File: config.mk
export PLATFORM = sky130hd
export DESIGN_NAME = icache_top
export DESIGN_NICKNAME = d
export VERILOG_FILES = /design/src/hw/icache_pkg.sv /design/src/hw/icache_data_array.sv /design/src/hw/icache_lru.sv /design/src/hw/icache_main_fsm.sv /design/src/hw/icache_req_buf.sv /design/src/hw/icache_tagv_array.sv /design/src/hw/icache_top.sv
export SDC_FILE = /design/constraint.sdc
export NUM_CORES = 2
export LEC_CHECK = 0
export ABC_CLOCK_PERIOD_IN_PS = 12000
export BUFFER_PORTS_ARGS = -buffer_cell sky130_fd_sc_hd__buf_2
export CAP_MARGIN = 10
export CORE_ASPECT_RATIO = 0.6
export CORE_MARGIN = 10
export CORE_UTILIZATION = 45
export DETAILED_ROUTE_END_ITERATION = 8
export PLACE_DENSITY = 0.64
export SLEW_MARGIN = 10
export SYNTH_ARGS = -nofsm -noshare
export SYNTH_HDL_FRONTEND = slang
export SYNTH_HIERARCHICAL = 1
export SYNTH_MEMORY_MAX_BITS = 65536
export SYNTH_SLANG_ARGS = --single-unit
export TNS_END_PERCENT = 10
File: constraint.sdc
create_clock -name clk -period 12 [get_ports clk]
set_input_delay 2.4 -clock clk [delete_from_list [all_inputs] [get_ports clk]]
set_output_delay 2.4 -clock clk [all_outputs]
set_load 0.02 [all_outputs]
File: src/hw/icache_pkg.sv
// shared types, controller states and constants for the instruction cache, imported by its blocks
package icache_pkg;

    ////////////////////////////////////////////////////////////
    // widths with a meaning
    ////////////////////////////////////////////////////////////

    // fetch or operation address
    typedef logic [31:0] addr_t;

    // one instruction word
    typedef logic [31:0] word_t;

    // cache operation code, opcode bits 4:3
    typedef logic [1:0] cacheop_t;

    localparam cacheop_t op_index_init = 2'd0;
    localparam cacheop_t op_index_inv  = 2'd1;
    localparam cacheop_t op_hit_inv    = 2'd2;

    ////////////////////////////////////////////////////////////
    // controller
    ////////////////////////////////////////////////////////////

    typedef enum logic [2:0] {
        st_idle,
        st_lookup,
        st_miss_req,
        st_miss_wait,
        st_flush,
        st_operation
    } icache_state_t;

    // andi r0, r0, 0 handed back for a flushed fetch
    localparam word_t NOP_WORD = 32'h0340_0000;

endpackage

File: src/hw/icache_data_array.sv
// line storage for both ways, written a whole line at a time and read one word at a time
`timescale 1ns/1ps

module icache_data_array #(
    parameter int index_width  = 4,
    parameter int offset_width = 2
) (
    input  logic                            clk,
    input  icache_pkg::addr_t               addr,
    input  logic [1:0]                      we,
    input  logic [(32 << offset_width)-1:0] wline,
    input  logic                            way,
    output icache_pkg::word_t               word
);
    import icache_pkg::*;

    localparam int line_width = 32 << offset_width;
    localparam int sets       = 1 << index_width;

    logic [index_width-1:0]  index;
    logic [offset_width-1:0] offset;
    word_t                   way_word [2];

    assign index  = addr[2+offset_width +: index_width];
    assign offset = addr[2 +: offset_width];

    for (genvar w = 0; w < 2; w++) begin : g_way
        logic [line_width-1:0] line_q [sets];

        always_ff @(posedge clk) begin
            if (we[w]) begin
                line_q[index] <= wline;
            end
        end

        // word within the line picked by the address offset
        assign way_word[w] = line_q[index][{offset, 5'b0} +: 32];
    end

    assign word = way_word[way];

endmodule

File: src/hw/icache_lru.sv
// per-set LRU bit of the two-way cache, naming the way to replace on refill
`timescale 1ns/1ps

module icache_lru #(
    parameter int index_width = 4
) (
    input  logic                   clk,
    input  logic                   rstn,
    input  logic [index_width-1:0] index,
    input  logic                   use0,
    input  logic                   use1,
    output logic                   victim
);
    localparam int sets = 1 << index_width;

    // most recently used way of each set
    logic [sets-1:0] mru_q;

    always_ff @(posedge clk or negedge rstn) begin
        if (!rstn) begin
            mru_q <= '0;
        end else if (use1) begin
            mru_q[index] <= 1'b1;
        end else if (use0) begin
            mru_q[index] <= 1'b0;
        end
    end

    assign victim = ~mru_q[index];

endmodule

File: src/hw/icache_main_fsm.sv
// main controller of the instruction cache, sequencing lookup, refill, flush and cache operations
`timescale 1ns/1ps

module icache_main_fsm (
    input  logic                 clk,
    input  logic                 rstn,
    input  logic                 valid,
    input  logic                 stall,
    input  logic                 flush,
    input  logic                 opflag,
    input  logic                 rbuf_opflag,
    input  icache_pkg::cacheop_t rbuf_op,
    input  logic                 rbuf_barrier,
    input  logic                 rbuf_uncached,
    input  logic                 rbuf_way,
    input  logic [1:0]           hit,
    input  logic                 victim,
    input  logic                 mem_addr_ok,
    input  logic                 mem_data_ok,
    output logic                 ready,
    output logic                 inst_valid,
    output logic                 mem_req,
    output logic                 rbuf_we,
    output logic                 use0,
    output logic                 use1,
    output logic [1:0]           data_we,
    output logic [1:0]           invalidate,
    output logic                 choose_way,
    output logic                 choose_return,
    output logic                 send_nop
);
    import icache_pkg::*;

    icache_state_t state;
    icache_state_t state_next;
    icache_state_t accept_state;
    logic          rst_done;
    logic          ready_raw;
    logic          accept;
    logic          any_hit;

    // ready stays low for one cycle after reset release
    always_ff @(posedge clk or negedge rstn) begin
        if (!rstn) begin
            rst_done <= 1'b0;
        end else begin
            rst_done <= 1'b1;
        end
    end

    always_ff @(posedge clk or negedge rstn) begin
        if (!rstn) begin
            state <= st_idle;
        end else begin
            state <= state_next;
        end
    end

    assign any_hit      = |hit;
    assign ready        = ready_raw & rst_done;
    assign accept       = valid & ready;
    assign accept_state = opflag ? st_operation : st_lookup;

    ////////////////////////////////////////////////////////////
    // ready, kept apart from the handshake it feeds
    ////////////////////////////////////////////////////////////

    always_comb begin
        case (state)
            st_idle:      ready_raw = 1'b1;
            st_lookup:    ready_raw = !flush && !rbuf_uncached && any_hit && !stall;
            st_miss_wait: ready_raw = mem_data_ok && !stall;
            st_flush:     ready_raw = 1'b1;
            default:      ready_raw = 1'b0;
        endcase
    end

    ////////////////////////////////////////////////////////////
    // next state and strobes
    ////////////////////////////////////////////////////////////

    always_comb begin
        state_next    = state;
        inst_valid    = 1'b0;
        mem_req       = 1'b0;
        rbuf_we       = 1'b0;
        use0          = 1'b0;
        use1          = 1'b0;
        data_we       = 2'b00;
        invalidate    = 2'b00;
        choose_way    = hit[1];
        choose_return = 1'b0;
        send_nop      = 1'b0;
        case (state)
            st_idle: begin
                if (accept) begin
                    rbuf_we    = 1'b1;
                    state_next = accept_state;
                end
            end
            st_lookup: begin
                if (flush) begin
                    // pending result becomes a nop
                    inst_valid = 1'b1;
                    send_nop   = 1'b1;
                    state_next = st_flush;
                end else if (rbuf_uncached) begin
                    // drop any cached copy, then read around the cache
                    invalidate = hit;
                    state_next = st_miss_req;
                end else if (!any_hit) begin
                    state_next = st_miss_req;
                end else begin
                    inst_valid = 1'b1;
                    if (!stall) begin
                        use0       = hit[0];
                        use1       = hit[1];
                        rbuf_we    = accept;
                        state_next = accept ? accept_state : st_idle;
                    end
                end
            end
            st_miss_req: begin
                mem_req = 1'b1;
                if (mem_addr_ok) begin
                    state_next = st_miss_wait;
                end
            end
            st_miss_wait: begin
                if (mem_data_ok) begin
                    inst_valid    = 1'b1;
                    choose_return = 1'b1;
                    if (!rbuf_uncached) begin
                        data_we = victim ? 2'b10 : 2'b01;
                        use0    = !victim;
                        use1    = victim;
                    end
                    // a stalled return is presented again from the array or memory
                    if (stall) begin
                        state_next = rbuf_uncached ? st_miss_req : st_lookup;
                    end else begin
                        rbuf_we    = accept;
                        state_next = accept ? accept_state : st_idle;
                    end
                end
            end
            st_flush: begin
                send_nop = 1'b1;
                if (!flush) begin
                    rbuf_we    = accept;
                    state_next = accept ? accept_state : st_idle;
                end
            end
            st_operation: begin
                // barrier has nothing to order, so it falls through as a no-op
                if (rbuf_opflag && !rbuf_barrier) begin
                    case (rbuf_op)
                        op_index_init,
                        op_index_inv: invalidate = rbuf_way ? 2'b10 : 2'b01;
                        op_hit_inv:   invalidate = hit;
                        default:      invalidate = 2'b00;
                    endcase
                end
                state_next = st_idle;
            end
            default: begin
                state_next = st_idle;
            end
        endcase
    end

endmodule

File: src/hw/icache_req_buf.sv
// request buffer of the instruction cache, capturing and decoding the accepted request once
`timescale 1ns/1ps

module icache_req_buf (
    input  logic                 clk,
    input  logic                 rstn,
    input  logic                 we,
    input  icache_pkg::addr_t    addr,
    input  logic                 opflag,
    input  icache_pkg::word_t    opcode,
    output icache_pkg::addr_t    rbuf_addr,
    output logic                 rbuf_opflag,
    output icache_pkg::cacheop_t rbuf_op,
    output logic                 rbuf_barrier,
    output logic                 rbuf_uncached,
    output logic                 rbuf_way
);
    import icache_pkg::*;

    addr_t    addr_q;
    logic     opflag_q;
    cacheop_t op_q;
    logic     barrier_q;
    logic     uncached_q;

    // address is payload
    always_ff @(posedge clk) begin
        if (we) begin
            addr_q <= addr;
        end
    end

    ////////////////////////////////////////////////////////////
    // decoded fields
    ////////////////////////////////////////////////////////////

    always_ff @(posedge clk or negedge rstn) begin
        if (!rstn) begin
            opflag_q   <= 1'b0;
            op_q       <= op_index_init;
            barrier_q  <= 1'b0;
            uncached_q <= 1'b0;
        end else if (we) begin
            opflag_q   <= opflag;
            op_q       <= cacheop_t'(opcode[4:3]);
            // bit 31 only means barrier on an operation
            barrier_q  <= opflag & opcode[31];
            // upper half of the space bypasses the cache
            uncached_q <= addr[31];
        end
    end

    assign rbuf_addr     = addr_q;
    assign rbuf_opflag   = opflag_q;
    assign rbuf_op       = op_q;
    assign rbuf_barrier  = barrier_q;
    assign rbuf_uncached = uncached_q;
    // index operations name the way in address bit 0
    assign rbuf_way      = addr_q[0];

endmodule

File: src/hw/icache_tagv_array.sv
// tag and valid storage for both ways, giving the hit vector of the buffered address
`timescale 1ns/1ps

module icache_tagv_array #(
    parameter int index_width  = 4,
    parameter int offset_width = 2
) (
    input  logic              clk,
    input  logic              rstn,
    input  icache_pkg::addr_t addr,
    input  logic [1:0]        we,
    input  logic [1:0]        invalidate,
    output logic [1:0]        hit
);
    localparam int tag_width = 32 - index_width - offset_width - 2;
    localparam int sets      = 1 << index_width;

    logic [index_width-1:0] index;
    logic [tag_width-1:0]   req_tag;

    assign index = addr[2+offset_width +: index_width];

    // bit 31 selects the uncached window, so an uncached fetch
    // still matches the line of its cached alias
    assign req_tag = {1'b0, addr[30 -: tag_width-1]};

    ////////////////////////////////////////////////////////////
    // one tag column and valid vector per way
    ////////////////////////////////////////////////////////////

    for (genvar w = 0; w < 2; w++) begin : g_way
        logic [tag_width-1:0] tag_q [sets];
        logic [sets-1:0]      valid_q;

        always_ff @(posedge clk) begin
            if (we[w]) begin
                tag_q[index] <= req_tag;
            end
        end

        always_ff @(posedge clk or negedge rstn) begin
            if (!rstn) begin
                valid_q <= '0;
            end else if (we[w]) begin
                valid_q[index] <= 1'b1;
            end else if (invalidate[w]) begin
                valid_q[index] <= 1'b0;
            end
        end

        assign hit[w] = valid_q[index] && (tag_q[index] == req_tag);
    end

endmodule

File: src/hw/icache_top.sv
// top of the two-way instruction cache, joining the pipeline and memory handshakes to the blocks
`timescale 1ns/1ps

module icache_top #(
    parameter int index_width  = 4,
    parameter int offset_width = 2
) (
    input  logic                            clk,
    input  logic                            rstn,
    // pipeline side
    input  logic                            valid,
    output logic                            ready,
    input  icache_pkg::addr_t               addr,
    input  logic                            opflag,
    input  icache_pkg::word_t               opcode,
    input  logic                            stall,
    input  logic                            flush,
    output icache_pkg::word_t               inst,
    output logic                            inst_valid,
    // memory side
    output logic                            mem_req,
    output icache_pkg::addr_t               mem_addr,
    input  logic                            mem_addr_ok,
    input  logic                            mem_data_ok,
    input  logic [(32 << offset_width)-1:0] mem_rdata
);
    import icache_pkg::*;

    addr_t    rbuf_addr;
    logic     rbuf_opflag;
    cacheop_t rbuf_op;
    logic     rbuf_barrier;
    logic     rbuf_uncached;
    logic     rbuf_way;
    logic     rbuf_we;
    logic     [1:0] hit;
    logic     victim;
    logic     use0;
    logic     use1;
    logic     [1:0] data_we;
    logic     [1:0] invalidate;
    logic     choose_way;
    logic     choose_return;
    logic     send_nop;
    word_t    array_word;
    word_t    return_word;

    ////////////////////////////////////////////////////////////
    // blocks
    ////////////////////////////////////////////////////////////

    icache_main_fsm i_main_fsm (
        .clk           (clk),
        .rstn          (rstn),
        .valid         (valid),
        .stall         (stall),
        .flush         (flush),
        .opflag        (opflag),
        .rbuf_opflag   (rbuf_opflag),
        .rbuf_op       (rbuf_op),
        .rbuf_barrier  (rbuf_barrier),
        .rbuf_uncached (rbuf_uncached),
        .rbuf_way      (rbuf_way),
        .hit           (hit),
        .victim        (victim),
        .mem_addr_ok   (mem_addr_ok),
        .mem_data_ok   (mem_data_ok),
        .ready         (ready),
        .inst_valid    (inst_valid),
        .mem_req       (mem_req),
        .rbuf_we       (rbuf_we),
        .use0          (use0),
        .use1          (use1),
        .data_we       (data_we),
        .invalidate    (invalidate),
        .choose_way    (choose_way),
        .choose_return (choose_return),
        .send_nop      (send_nop)
    );

    icache_req_buf i_req_buf (
        .clk           (clk),
        .rstn          (rstn),
        .we            (rbuf_we),
        .addr          (addr),
        .opflag        (opflag),
        .opcode        (opcode),
        .rbuf_addr     (rbuf_addr),
        .rbuf_opflag   (rbuf_opflag),
        .rbuf_op       (rbuf_op),
        .rbuf_barrier  (rbuf_barrier),
        .rbuf_uncached (rbuf_uncached),
        .rbuf_way      (rbuf_way)
    );

    // the tag array is written with the data array on refill
    icache_tagv_array #(
        .index_width  (index_width),
        .offset_width (offset_width)
    ) i_tagv_array (
        .clk        (clk),
        .rstn       (rstn),
        .addr       (rbuf_addr),
        .we         (data_we),
        .invalidate (invalidate),
        .hit        (hit)
    );

    icache_data_array #(
        .index_width  (index_width),
        .offset_width (offset_width)
    ) i_data_array (
        .clk   (clk),
        .addr  (rbuf_addr),
        .we    (data_we),
        .wline (mem_rdata),
        .way   (choose_way),
        .word  (array_word)
    );

    icache_lru #(
        .index_width (index_width)
    ) i_lru (
        .clk    (clk),
        .rstn   (rstn),
        .index  (rbuf_addr[2+offset_width +: index_width]),
        .use0   (use0),
        .use1   (use1),
        .victim (victim)
    );

    ////////////////////////////////////////////////////////////
    // memory address and result select
    ////////////////////////////////////////////////////////////

    assign mem_addr    = {rbuf_addr[31:2+offset_width], {(2 + offset_width){1'b0}}};

    // requested word forwarded straight from the returning line
    assign return_word = mem_rdata[{rbuf_addr[2 +: offset_width], 5'b0} +: 32];

    assign inst = send_nop      ? NOP_WORD :
                  choose_return ? return_word : array_word;

endmodule

==> metrics.md <==
| Metric | Value |
|---|---|
| Slowest stage delay, CP | 1.01 ns |
| WP data arrival | 8.13 ns |
| Area Growth Syn to Fin | 11.9% |
| Period Utilization, post-route | 87.8% |
| Synth Cell Area | 0.189 mm^2 |
| Setup Crit Path Kind | reg2out |
| CP dominant cell by count | buf_4 |
| Fillers | 32500 |
| Layout cell share with drive strength beyond 1 | about a quarter |
| Routed Antenna Nets | 0 |
| CP max-delay cell | edfxtp_1 |
| Nature of the critical path endpoint | primary output |
| Root Buffer | clkbuf_16 |
| Largest net degree at the start of global routing | 115 |
| Pre-Repair DR Iteration Count | 6 |
| GR Overflow Total | 0 |
| Setup Buffers After CTS | 0 |
| Placed Area | between 0.15 and 0.2 mm^2 |
| Ports | 267 |
| Internal power | 27.8 mW |
| Vias in the first global route | 94600 |
| Die area | ~0.45 mm^2 |
| Die Y | 523 um |
| Htree depth | 5 |
| Reg area | 0.147 mm^2 |
| DP Worst Slack | approximately 2.4 ns |
| WL final | 551000 um |
| Setup Skew | roughly 0.11 ns |
| CP Cell Sequence | buf_4, buf_4, mux2i_1, mux2i_1, xnor2_1, and4_1, nand4_1, nor4_4, buf_4, buf_4, buf_4, o221ai_1, a221oi_1, o32ai_1, or3_1, nor2b_1, a211o_1, buf_2 |
| Standby leakage power | roughly 67 nW |
| CTS tree | done |
| Hold_buf cts | 0 |
| Vias per cell | 6.50 |
| Min-delay worst type | reg2reg |
| Clock period minus worst slack | 10.53 ns |
| PostCTS Resize Cnt | 0 |
| Syn Area/Cell | 22.1 um^2 |
| Max cap viols | 0 |
| Site Rows | about 180 |
| Pwr dens | 171 mW/mm^2 |
| Total power draw | 36.3 mW |
| Final #Nets | 9224 |
| Final Max Tran Viols | 0 |
| Initial Util | 45.2% |
| Post-route setup slack | between 1 and 1.5 ns |
| Fmax | roughly 95 MHz |
| Rel. slew slack | 7.16% |
| Clock Power Share | 37.9% |
| Via count | 97500 |
| Later-pin clock latency in the skew report | 1.01 ns |
| CP required | 9.60 ns |
| Clock tree buffer depth | 4 |
| Worst-margin pin slew | 1.39 ns |
| Buffers added on ports | 232 |
| Post-route cell area | around 0.21 mm^2 |
| Maximum VDD drop | 0.000163 V |
| Combinational power share | 9.7% |
| Core ar. | 0.419 mm^2 |
| RSZ-0062 raised after global routing | false |
| Status | completed |
| Multi-input logic area | 0.0398 mm^2 |
| Sw power | 8.56 mW |
| Final hold vios | 0 |
| Mapped Cells | approximately 8600 |
| Gr usage total | 24.0% |
| Post-Route Setup TNS | 0 ns |
| DPL Wire Length | 294000 um |
| Final setup violation count | 0 |
| Switch share | 23.6% |
| Reg clk slew, reported paths | 0.06 ns |
| Post-DR wirelength/cell | 36.7 um |
| Max Fanout on Critical Path | 34 |
| Die width | 858 um |
| 1st-iter DRT viols | between 15000 and 20000 |
| Initial antenna violation count | 112 |
| CTS Sinks | about 4900 |
| Global-route wire length before repair | 763000 um |
| Startpoint types | flip-flop |
| Gp weighted congestion | 0.782 |
| Cts bufs inserted | 434 |
| Sequential share of power | 52.5% |
| Synth warn | 6 |
| DR DRC count | 0 |
-- critical path, delay by kind of cell (launching register included) --
family | cells | cell delay, ns
multiplexers | 2 | 0.53
AO/OA/AOI/OAI | 4 | 1.14
AND/OR/NAND/NOR | 5 | 1.34
buffers and inverters | 6 | 2.56
flip-flops | 1 | 1.01
XOR/XNOR | 1 | 0.51
-- through the flow --
stage	hold WS (ns)	instances	utilization [%]
6_report	0.481	15000	50.6
5_1_grt	0.488	15000	50.6
4_1_cts	0.477	15000	50.6
3_5_place_dp	0.461	14200	47.3
3_3_place_gp	0.454	14200	47.3
2_1_floorplan	0.444	8581	-
-- power groups by stage --
| stage | Combinational [mW] | Clock, mW | Sequential (mW) |
|---|---|---|---|
| 2_1_floorplan | 2.02 | 0 | 19.5 |
| 3_3_place_gp | 3.42 | 0 | 19.4 |
| 3_5_place_dp | 3.48 | 0 | 19.4 |
| 4_1_cts | 3.49 | 13.9 | 19.1 |
| 5_1_grt | 3.66 | 14.6 | 19.0 |
| 6_report | 3.52 | 13.8 | 19.1 |
-- state kept, by name, summed over array words and instances, names as in the netlist, named ones only --
name and cells:
i_data_array/g_way.line_q 4096, i_main_fsm/rst_done 1, i_main_fsm/state 3, i_req_buf/rbuf_addr 31, i_req_buf/rbuf_barrier 1, i_req_buf/rbuf_op 2
i_req_buf/rbuf_opflag 1, i_req_buf/rbuf_uncached 1, i_tagv_array/g_way.tag_q 736
-- per-layer routing --
metal | up-vias | share of wire [%] | global-route usage [%]
li1 | 37700 | - | -
met1 | 52100 | 41 | 36.4
met2 | 6823 | 44 | 34.7
met3 | 873 | 13 | 5.91
met4 | 34 | 2.5 | 6.07
met5 | - | 0.065 | 0
-- final cells by class --
type | instances | share of cell area, %
Antenna cell | 45 | 0.0531
Multi-Input combinational cell | 3121 | 18.8
Inverter | 11 | 0.0195
Timing Repair Buffer | 536 | 1.90
Sequential cell | 4920 | 69.5
Clock inverter | 260 | 1.12
Tap cell | 5580 | 3.29
Clock buffer | 529 | 5.32
-- path summary, 6_finish.rpt --
check,from,end,slack (ns),cells after the start
min in group asynchronous,rstn,asynchronous set/reset pin,1.63,2
min reg2reg,flip-flop,flip-flop,0.48,1
max in group asynchronous,rstn,asynchronous set/reset pin,9.82,2
max,i_req_buf/rbuf_addr[5],inst[24],1.47,18
min,flip-flop,flip-flop,0.48,1
max reg2reg,i_req_buf/rbuf_addr[4],i_req_buf/rbuf_op[1],5.04,15
-- placed cells by master (no fill, tap or decap), drive strengths merged, types with 101 or more instances in the layout --
master and n:
a22o 101, mux2i 624, o22ai 123, clkinv 193, a22oi 120, edfxtp 4863
o221ai 155, clkbuf 529, buf 536, a211oi 144, mux4 971
Power figures use the tool's default switching activity.
